$ cat config.mk
export PLATFORM = sky130hd
export DESIGN_NAME = spi_mem_loader
export DESIGN_NICKNAME = d
export VERILOG_FILES = /design/src/design/spi_loader_pkg.sv /design/src/design/spi_mem_loader.sv /design/src/design/spi_write_sequencer.sv /design/src/design/spi_word_tx.sv /design/src/design/spi_word_rx.sv
export VERILOG_INCLUDE_DIRS = /design/src /design/src/design
export SDC_FILE = /design/constraint.sdc
export NUM_CORES = 1
export LEC_CHECK = 0
export ABC_AREA = 1
export BUFFER_PORTS_ARGS = -buffer_cell sky130_fd_sc_hd__buf_4
export CAP_MARGIN = 20
export CORE_UTILIZATION = 52
export CTS_CLUSTER_SIZE = 20
export DETAILED_ROUTE_END_ITERATION = 16
export GPL_TIMING_DRIVEN = 1
export HOLD_SLACK_MARGIN = 0.1
export PLACE_DENSITY = 0.76
export SLEW_MARGIN = 20
export SYNTH_ARGS = -nofsm -noshare
export SYNTH_HDL_FRONTEND = slang
export SYNTH_SLANG_ARGS = --single-unit
$ cat constraint.sdc
create_clock -name clk -period 2.6 [get_ports clk]
set_input_delay 0.26 -clock clk [delete_from_list [all_inputs] [get_ports clk]]
set_output_delay 0.26 -clock clk [all_outputs]
set_load 0.05 [all_outputs]
$ cat src/design/spi_loader_macros.svh
/*
 * Shared constants of the SPI memory loader: word width, go address,
 * pin synchronizer depth, memory request fields and status field widths
 */

`ifndef SPI_LOADER_MACROS_SVH
`define SPI_LOADER_MACROS_SVH

// SPI word, sent MSB first
`define SPI_WORD_BITS 32

// Address that selects the control register instead of memory
`define LOADER_GO_ADDR 32'h0000_0000

// Flops per SPI pin before edge detection
`define SPI_SYNC_STAGES 2

// Memory request encodings
`define MEM_LEN_BITS 4
`define MEM_OP_WRITE 1'b1

// Status word layout
`define STATUS_COUNT_BITS 16
`define STATUS_RSVD_BITS (`SPI_WORD_BITS - `STATUS_COUNT_BITS - 2)

`endif
$ cat src/design/spi_loader_pkg.sv
/*
 * Types of the SPI memory loader: memory request, synchronized SPI
 * events, status word and the two views of a received word
 */

`default_nettype none

`include "spi_loader_macros.svh"

package spi_loader_pkg;

  // Memory request, 69 bits
  typedef struct packed {
    logic                         op;
    logic [`SPI_WORD_BITS-1:0]    addr;
    logic [`MEM_LEN_BITS-1:0]     len;
    logic [`SPI_WORD_BITS-1:0]    data;
  } mem_req_t;

  // SPI pin events in the clk domain
  typedef struct packed {
    logic sclk_rise;
    logic sclk_fall;
    logic frame_start;
    logic active;
    logic mosi_bit;
  } spi_edges_t;

  // Status word, go in the LSB
  typedef struct packed {
    logic [`STATUS_COUNT_BITS-1:0] write_count;
    logic [`STATUS_RSVD_BITS-1:0]  rsvd;
    logic                          overrun;
    logic                          go;
  } spi_status_t;

  // Control register view of a data word
  typedef struct packed {
    logic [`SPI_WORD_BITS-2:0] rsvd;
    logic                      go_en;
  } spi_ctrl_t;

  // Received word, plain memory value or control register write
  typedef union packed {
    logic [`SPI_WORD_BITS-1:0] raw;
    spi_ctrl_t                 ctrl;
  } spi_word_u;

endpackage

`default_nettype wire

$ cat src/design/spi_mem_loader.sv
/*
 * SPI loader top: receiver and transmitter sharing the SPI frame,
 * and the write sequencer driving the memory port and go
 */

`timescale 1ns/100ps
`default_nettype none

module spi_mem_loader
  import spi_loader_pkg::*;
(
  input  logic     clk,
  input  logic     rst,

  // SPI pins, mode 0
  input  logic     cs,
  input  logic     sclk,
  input  logic     mosi,
  output logic     miso,

  // Memory write port
  output mem_req_t mem_req,
  output logic     mem_req_val,
  input  logic     mem_req_rdy,

  // Processor enable
  output logic     go
);

  spi_edges_t  edges;
  spi_word_u   rx_word;
  logic        rx_push;
  logic        tx_reload;
  spi_status_t status;

  // ----------------------------------------------------------
  // SPI side
  // ----------------------------------------------------------

  spi_word_rx u_rx (
    .clk     (clk),
    .rst     (rst),
    .cs      (cs),
    .sclk    (sclk),
    .mosi    (mosi),
    .edges   (edges),
    .rx_word (rx_word),
    .rx_push (rx_push)
  );

  // Same edges as the receiver, so both count the same bits
  spi_word_tx u_tx (
    .clk       (clk),
    .rst       (rst),
    .edges     (edges),
    .status    (status),
    .miso      (miso),
    .tx_reload (tx_reload)
  );

  // ----------------------------------------------------------
  // Memory side
  // ----------------------------------------------------------

  spi_write_sequencer u_seq (
    .clk         (clk),
    .rst         (rst),
    .rx_word     (rx_word),
    .rx_push     (rx_push),
    .tx_reload   (tx_reload),
    .mem_req     (mem_req),
    .mem_req_val (mem_req_val),
    .mem_req_rdy (mem_req_rdy),
    .go          (go),
    .status      (status)
  );

endmodule

`default_nettype wire

$ cat src/design/spi_write_sequencer.sv
/*
 * Write sequencer: pairs received addresses with data, issues
 * valid/ready memory writes, drives go and keeps the status word
 */

`timescale 1ns/100ps
`default_nettype none

`include "spi_loader_macros.svh"

module spi_write_sequencer
  import spi_loader_pkg::*;
(
  input  logic        clk,
  input  logic        rst,

  input  spi_word_u   rx_word,
  input  logic        rx_push,
  input  logic        tx_reload,

  output mem_req_t    mem_req,
  output logic        mem_req_val,
  input  logic        mem_req_rdy,

  output logic        go,
  output spi_status_t status
);

  typedef enum logic [1:0] {
    WAIT_ADDR,
    WAIT_DATA,
    WAIT_MEM,
    SET_GO
  } seq_state_t;

  seq_state_t state_q;
  seq_state_t state_d;

  logic [`SPI_WORD_BITS-1:0]     addr_q;
  spi_word_u                     data_q;
  logic [`STATUS_COUNT_BITS-1:0] write_count_q;
  logic                          overrun_q;
  logic                          push_q;
  logic                          drop_q;
  logic                          first_word_q;

  logic addr_take;
  logic data_take;
  logic drop;
  logic xfer;
  logic start_reload;
  logic word_reload;

  // ----------------------------------------------------------
  // FSM
  // ----------------------------------------------------------

  // A word arriving in SET_GO is still an address
  assign addr_take = rx_push && (state_q == WAIT_ADDR || state_q == SET_GO);
  assign data_take = rx_push && (state_q == WAIT_DATA);
  // Stalled request, word lost
  assign drop      = rx_push && (state_q == WAIT_MEM);
  assign xfer      = mem_req_val && mem_req_rdy;

  always_comb begin
    state_d = state_q;
    case (state_q)
      WAIT_ADDR: if (addr_take) state_d = WAIT_DATA;
      WAIT_DATA: begin
        if (data_take) begin
          if (addr_q == `LOADER_GO_ADDR) begin
            state_d = SET_GO;
          end else begin
            state_d = WAIT_MEM;
          end
        end
      end
      WAIT_MEM:  if (xfer) state_d = WAIT_ADDR;
      SET_GO:    state_d = addr_take ? WAIT_DATA : WAIT_ADDR;
      default:   state_d = WAIT_ADDR;
    endcase
  end

  always_ff @(posedge clk) begin
    if (rst) begin
      state_q <= WAIT_ADDR;
    end else begin
      state_q <= state_d;
    end
  end

  // ----------------------------------------------------------
  // Address and data, held until the transfer
  // ----------------------------------------------------------

  always_ff @(posedge clk) begin
    if (addr_take) begin
      addr_q <= rx_word.raw;
    end
    if (data_take) begin
      data_q <= rx_word;
    end
  end

  // Control register write, decoded one cycle after the data push
  always_ff @(posedge clk) begin
    if (rst) begin
      go <= 1'b1;
    end else if (state_q == SET_GO) begin
      go <= data_q.ctrl.go_en;
    end
  end

  assign mem_req_val  = (state_q == WAIT_MEM);
  assign mem_req.op   = `MEM_OP_WRITE;
  assign mem_req.addr = addr_q;
  assign mem_req.len  = '1;
  assign mem_req.data = data_q.raw;

  // ----------------------------------------------------------
  // Status counters
  // ----------------------------------------------------------

  // A reload right after a push is a word boundary, else a frame start
  assign start_reload = tx_reload && !push_q;
  assign word_reload  = tx_reload && push_q;

  always_ff @(posedge clk) begin
    if (rst) begin
      write_count_q <= '0;
      overrun_q     <= 1'b0;
      push_q        <= 1'b0;
      drop_q        <= 1'b0;
      first_word_q  <= 1'b0;
    end else begin
      push_q <= rx_push;
      drop_q <= drop;
      if (xfer) begin
        write_count_q <= write_count_q + 1'b1;
      end
      if (start_reload) begin
        first_word_q <= 1'b1;
      end else if (word_reload) begin
        first_word_q <= 1'b0;
      end
      // Frame start snapshot has been shifted out by now
      // Keep only a drop of that first word itself
      if (drop) begin
        overrun_q <= 1'b1;
      end else if (word_reload && first_word_q) begin
        overrun_q <= drop_q;
      end
    end
  end

  assign status.write_count = write_count_q;
  assign status.rsvd        = '0;
  assign status.overrun     = overrun_q;
  assign status.go          = go;

endmodule

`default_nettype wire

$ cat src/design/spi_word_tx.sv
/*
 * SPI transmitter: latches the status word at frame start and after
 * each word, then shifts it out MSB first on miso
 */

`timescale 1ns/100ps
`default_nettype none

`include "spi_loader_macros.svh"

module spi_word_tx
  import spi_loader_pkg::*;
(
  input  logic        clk,
  input  logic        rst,

  input  spi_edges_t  edges,
  input  spi_status_t status,

  output logic        miso,
  output logic        tx_reload
);

  localparam int CNT_BITS = $clog2(`SPI_WORD_BITS);
  localparam logic [CNT_BITS-1:0] LAST_BIT = CNT_BITS'(`SPI_WORD_BITS - 1);

  logic [`SPI_WORD_BITS-1:0] shift_q;
  logic [CNT_BITS-1:0]       bit_cnt;
  logic                      word_done;

  // ----------------------------------------------------------
  // Bit counter on sclk rise, in step with the receiver
  // ----------------------------------------------------------

  always_ff @(posedge clk) begin
    if (rst) begin
      bit_cnt   <= '0;
      word_done <= 1'b0;
    end else begin
      word_done <= 1'b0;
      if (edges.frame_start) begin
        bit_cnt <= '0;
      end else if (edges.sclk_rise && edges.active) begin
        if (bit_cnt == LAST_BIT) begin
          bit_cnt   <= '0;
          word_done <= 1'b1;
        end else begin
          bit_cnt <= bit_cnt + 1'b1;
        end
      end
    end
  end

  // ----------------------------------------------------------
  // Status shift register
  // ----------------------------------------------------------

  // The falling edge right after a word boundary keeps the new MSB
  // on miso, so no shift while the count is back at zero
  always_ff @(posedge clk) begin
    if (rst) begin
      shift_q   <= '0;
      tx_reload <= 1'b0;
    end else begin
      tx_reload <= 1'b0;
      if (edges.frame_start || word_done) begin
        shift_q   <= status;
        tx_reload <= 1'b1;
      end else if (edges.sclk_fall && edges.active && bit_cnt != '0) begin
        shift_q <= {shift_q[`SPI_WORD_BITS-2:0], 1'b0};
      end
    end
  end

  assign miso = shift_q[`SPI_WORD_BITS-1];

endmodule

`default_nettype wire

$ cat src/design/spi_word_rx.sv
/*
 * SPI receiver: pin synchronizers, sclk and cs edge detection,
 * and word assembly with a one-cycle push per completed word
 */

`timescale 1ns/100ps
`default_nettype none

`include "spi_loader_macros.svh"

module spi_word_rx
  import spi_loader_pkg::*;
(
  input  logic       clk,
  input  logic       rst,

  input  logic       cs,
  input  logic       sclk,
  input  logic       mosi,

  output spi_edges_t edges,
  output spi_word_u  rx_word,
  output logic       rx_push
);

  localparam int SYNC_N   = `SPI_SYNC_STAGES;
  localparam int CNT_BITS = $clog2(`SPI_WORD_BITS);
  localparam logic [CNT_BITS-1:0] LAST_BIT = CNT_BITS'(`SPI_WORD_BITS - 1);

  logic [SYNC_N-1:0]   cs_sync;
  logic [SYNC_N-1:0]   sclk_sync;
  logic [SYNC_N-1:0]   mosi_sync;
  logic                cs_prev;
  logic                sclk_prev;
  logic                frame_end;
  logic [CNT_BITS-1:0] bit_cnt;

  // ----------------------------------------------------------
  // Synchronizers and edge register
  // ----------------------------------------------------------

  // cs idles high so no false frame start out of reset
  always_ff @(posedge clk) begin
    if (rst) begin
      cs_sync   <= '1;
      sclk_sync <= '0;
      cs_prev   <= 1'b1;
      sclk_prev <= 1'b0;
    end else begin
      cs_sync   <= {cs_sync[SYNC_N-2:0], cs};
      sclk_sync <= {sclk_sync[SYNC_N-2:0], sclk};
      cs_prev   <= cs_sync[SYNC_N-1];
      sclk_prev <= sclk_sync[SYNC_N-1];
    end
  end

  // Data pin, same depth as sclk so sampling lines up
  always_ff @(posedge clk) begin
    mosi_sync <= {mosi_sync[SYNC_N-2:0], mosi};
  end

  assign edges.sclk_rise   = sclk_sync[SYNC_N-1] & ~sclk_prev;
  assign edges.sclk_fall   = ~sclk_sync[SYNC_N-1] & sclk_prev;
  assign edges.frame_start = ~cs_sync[SYNC_N-1] & cs_prev;
  assign edges.active      = ~cs_sync[SYNC_N-1];
  assign edges.mosi_bit    = mosi_sync[SYNC_N-1];

  // cs rising
  assign frame_end = cs_sync[SYNC_N-1] & ~cs_prev;

  // ----------------------------------------------------------
  // Word assembly
  // ----------------------------------------------------------

  // Partial word dropped on cs rise
  always_ff @(posedge clk) begin
    if (rst) begin
      bit_cnt <= '0;
      rx_push <= 1'b0;
    end else begin
      rx_push <= 1'b0;
      if (frame_end) begin
        bit_cnt <= '0;
      end else if (edges.sclk_rise && edges.active) begin
        if (bit_cnt == LAST_BIT) begin
          bit_cnt <= '0;
          rx_push <= 1'b1;
        end else begin
          bit_cnt <= bit_cnt + 1'b1;
        end
      end
    end
  end

  // MSB first, word complete in the push cycle
  always_ff @(posedge clk) begin
    if (edges.sclk_rise && edges.active) begin
      rx_word.raw <= {rx_word.raw[`SPI_WORD_BITS-2:0], edges.mosi_bit};
    end
  end

endmodule

`default_nettype wire

==> results.txt <==
- Top cell type's share of synthesized area: between 40% and 50%
- Yosys printed 0 warnings.
- Area of the mapped netlist: 6400 µm²
* Vias in the first global route: 4261
- Arrival time worst endpoint: 2.26 ns
* Power per cell area: just over 700 nW/µm²
- Clock-pin slew was measured on the worst setup and hold paths at about 0.060 ns.
* Setup slack on the worst flop-to-flop path: 0.66 ns
- Setup repair after global routing missed its margin: false
- Most area-consuming cells after synthesis: sky130_fd_sc_hd__edfxtp_1, sky130_fd_sc_hd__dfxtp_1, sky130_fd_sc_hd__nand2_1
- In the synthesized netlist the async set-or-reset flop fraction comes to 0%.
- For the finished layout, the period the worst path requires is a little under 2 ns.
- Largest net degree at the start of global routing: 38
- For this run, design rule violations remaining after detail routing come to 0.
* Dominant synthesized flop cell: sky130_fd_sc_hd__edfxtp_1
- Antenna violations before repair: 0
- Endpoint of the most critical register-to-register path: u_tx.shift_q[25]$_SDFFE_PP0P_
- Once placement completed, the tool counted placed cells totaling around 800.
- Family of cells with the greatest summed delay on the critical path: buffers and inverters
* Setup-violating endpoint count in the final report: 0
- Number of cell instances on the worst register-to-register path: 10
* Count of non-filler cells in the finished layout: 834
* Total global routing track utilization: a little over a fifth
* Chip width: 113 µm
- Series of cell instances along the critical path: inv_1 -> ha_1 -> nand4_2 -> buf_4 -> nand2_2 -> buf_4 -> nand3_1 -> nand3_1 -> nand2_1 -> inv_1
- In this run the vertical extent of the chip is 113 µm.
- Crit end category: flip-flop
- Num rows: 40
* LEAKAGE: 3.02 nW
* Area inside the core boundary: ~12000 µm²
- Worst slack at placement: 0.721 ns
- The root buffer cell chosen for the clock tree is sky130_fd_sc_hd__clkbuf_16.
- During I/O placement, the number of pins put on the boundary was between 70 and 80.
- In the final layout, the share of cells above drive strength 1 is 18.0%.
- Initial drt markers: 338
- At the end of the flow the core is filled with cells to 64.4%.
- The number of endpoints with negative hold slack in the final report was 0.
- The area growth from synthesis to layout is 20.8%.
- The run finished with clean final reports.
- Dominant cell type by area after synthesis: sky130_fd_sc_hd__edfxtp_1
* Final worst-path setup slack: 0.665 ns
* Wire length of the first global-routing pass: 20400 µm
- The critical path in this run is classified as flip-flop to flip-flop.
- Routed wire length: 12700 µm
- At the end of routability-driven placement, the weighted congestion stood at 0.923.
- The path with the worst hold slack has its endpoint at u_rx.sclk_sync[0]$_SDFF_PP0_.
* Number of port buffers: 72
- The H-tree was split into 4 levels.
- Critical path depth in cells: 10
* Count of flip-flops with a built-in enable after synthesis: 96
* Number of buffer and inverter stages on the critical path: 4
- The startpoint identified for the worst hold timing path is rst.
- After synthesis, the mean cell area works out to 10.9 µm².
- In the synthesized netlist, the number of instances is approximately 590.
- The worst setup path is launched from a flip-flop.
- The final layout contains 691 nets.
- Worst Clk Skew: 0.0104 ns
- Along the worst path, the maximum fanout reaches 18.
* Hold WC Path Type: input port to flip-flop
- Total congestion overflow after global routing: 0
- sky130_fd_sc_hd__nand2_1 is the most common cell in the netlist.
* Setup TNS after final layout: 0 ns
* Share of the cycle needed by the critical path after routing: between 70% and 80%
- Number of synthesized register bits: 172
* Post-CTS Repair Setup Buffers: 0
* CTS buffer count: 17
* TritonCTS clock tree: done
* Starting density of the core: a little over half
* Hold WS: 0.162 ns
- The final-report max-slew violation count was 0.
- Antenna cell count: 0
- DIE AREA: ~13000 µm²
* Total via count in the routed design: 4421
* Number of distinct library cell variants in the gate-level netlist after synthesis: 34
* First element of the critical path: u_tx.bit_cnt[0]$_SDFFE_PP0N_
- The worst hold path passes through 2 cells.
* Sequential cell area fraction in the yosys report: 68.8%
- The worst register-to-register path begins at u_tx.bit_cnt[0]$_SDFFE_PP0N_.
- Once detail routing completed, the nets flagged for antenna violations numbered 0.
- Most frequent cells after synthesis: sky130_fd_sc_hd__nand2_1, sky130_fd_sc_hd__edfxtp_1, sky130_fd_sc_hd__dfxtp_1, sky130_fd_sc_hd__inv_1, sky130_fd_sc_hd__nor2_1
- Mean routed wirelength per cell: 15.2 µm
- CP max stage cell: sky130_fd_sc_hd__dfxtp_1
- Using the TritonRoute via totals, the vias-per-cell ratio works out to 5.30.
* Detailed-placement wirelength estimate: about 8500 µm
* Clock buffer depth: 2
- Count of max-cap constraint violations: 0
- Fmax: 517 MHz
- Clock latency on the worst-skew pair, taken at its later pin, is 0.43 ns.
- Delay of the slowest critical-path stage: 0.40 ns
* Iteration count of the initial detailed-routing pass: 5
* Number of sinks handled by clock tree synthesis: roughly 170
- Maximum vdd ir drop: 591 µV
- Data on the critical path is required at its endpoint by 2.93 ns.
worst register-to-register path: cells and delay by family, from the launching register on:
| family | cells | cell delay (ns) |
|---|---|---|
| adders and majority gates | 1 | 0.22 |
| buffers and inverters | 4 | 0.65 |
| DFF | 1 | 0.40 |
| and+or+nand+nor | 5 | 0.56 |
what timing repair did:
item | 4_1_cts | 5_1_grt
endpoints found under the setup margin | 0 | 0
hold endpoints to repair | 3 | 0
gates resized for setup | 0 | 0
hold buffers | 3 | 0
worst max path at each step:
stage / end / slack (ns)
after floorplan: u_seq.addr_q[0]$_DFFE_PN_ / 0.07
after global placement: u_tx.shift_q[18]$_SDFFE_PP0P_ / 0.82
after detailed placement: u_seq.write_count_q[12]$_SDFFE_PP0P_ / 0.72
after CTS: u_tx.shift_q[25]$_SDFFE_PP0P_ / 0.69
after global routing: u_tx.shift_q[17]$_SDFFE_PP0P_ / 0.51
final: u_tx.shift_q[25]$_SDFFE_PP0P_ / 0.66
layout by cell type, fill, tap and decap left out, types with 2 or more instances in the layout:
cell type                       netlist  layout
sky130_fd_sc_hd__o21ai_0             10      10
sky130_fd_sc_hd__nand4_1             23      23
sky130_fd_sc_hd__inv_2                2       2
sky130_fd_sc_hd__ha_1                11      11
sky130_fd_sc_hd__buf_4                8      81
sky130_fd_sc_hd__dlygate4sd3_1        0       3
sky130_fd_sc_hd__nor3_1              16      16
sky130_fd_sc_hd__conb_1               1       5
sky130_fd_sc_hd__edfxtp_1            96      96
sky130_fd_sc_hd__dfxtp_1             76      76
sky130_fd_sc_hd__inv_8                0       3
sky130_fd_sc_hd__nand3_1             47      47
sky130_fd_sc_hd__or2_2                4       4
sky130_fd_sc_hd__clkbuf_1             4       3
sky130_fd_sc_hd__bufinv_16            0       3
sky130_fd_sc_hd__clkinv_4             0       3
sky130_fd_sc_hd__clkbuf_16            0      17
sky130_fd_sc_hd__nand2_1            113     113
sky130_fd_sc_hd__a211oi_1             3       3
sky130_fd_sc_hd__nor3b_1              3       3
sky130_fd_sc_hd__inv_6                0       3
sky130_fd_sc_hd__a21oi_1             31      31
sky130_fd_sc_hd__inv_1               62      62
sky130_fd_sc_hd__nor2_1              55      54
registers in the layout, summed over array words and instances (netlist names), 2 cells and up:
register	cells
u_rx.rx_word	32
u_rx.mosi_sync	2
u_tx.bit_cnt	5
u_seq.write_count_q	16
u_tx.shift_q	32
u_rx.bit_cnt	5
u_rx.sclk_sync	2
u_rx.cs_sync	2
u_seq.addr_q	32
u_seq.data_q	32
u_seq.state_q	2
kinds of logic after synthesis:
group / Yosys count / share of synthesized area [%]
AOI/OAI and AO/OA: 49 / 4.20
xor gates and xnor gates: 1 / 0.137
buffers and inverters: 89 / 6.10
and+or+nand+nor: 266 / 18.6
other: 1 / 0.0586
DFF: 172 / 68.8
adders and majority gates: 11 / 2.15
metal layers:
layer | track usage, % | vias up | share of wire [%]
met5 | 0 | - | 0
met4 | 9.91 | 0 | 1.9
met3 | 5.62 | 21 | 5.4
met2 | 35.8 | 133 | 52
met1 | 24.7 | 2117 | 41
li1 | - | 2150 | -
final cells by class:
type                    instances  area (µm²)
clock buffers                  20         437
clock inverters                12         176
fillers                       905        4280
inverters                      66         249
multi-input cells             332        1630
flip-flops and latches        172        4400
well taps                     147         184
repair buffers                 85         658
per-stage QoR:
| step | area, µm² | total power [mW] |
|---|---|---|
| 2_1_floorplan | 6420 | 3.02 |
| 4_1_cts | 7730 | 5.65 |
| 3_5_place_dp | 7090 | 3.05 |
| 6_report | 7730 | 5.62 |
| 3_3_place_gp | 7090 | 3.04 |
| 5_1_grt | 7730 | 5.78 |
power by group:
part	switching [mW]	leakage, nW	internal (mW)
Combinational	0.0908	1.25	0.0360
Sequential	0.0118	1.48	2.86
Clock	1.08	0.300	1.54
Total	1.18	3.02	4.44
(Power assumes the default switching activity.)
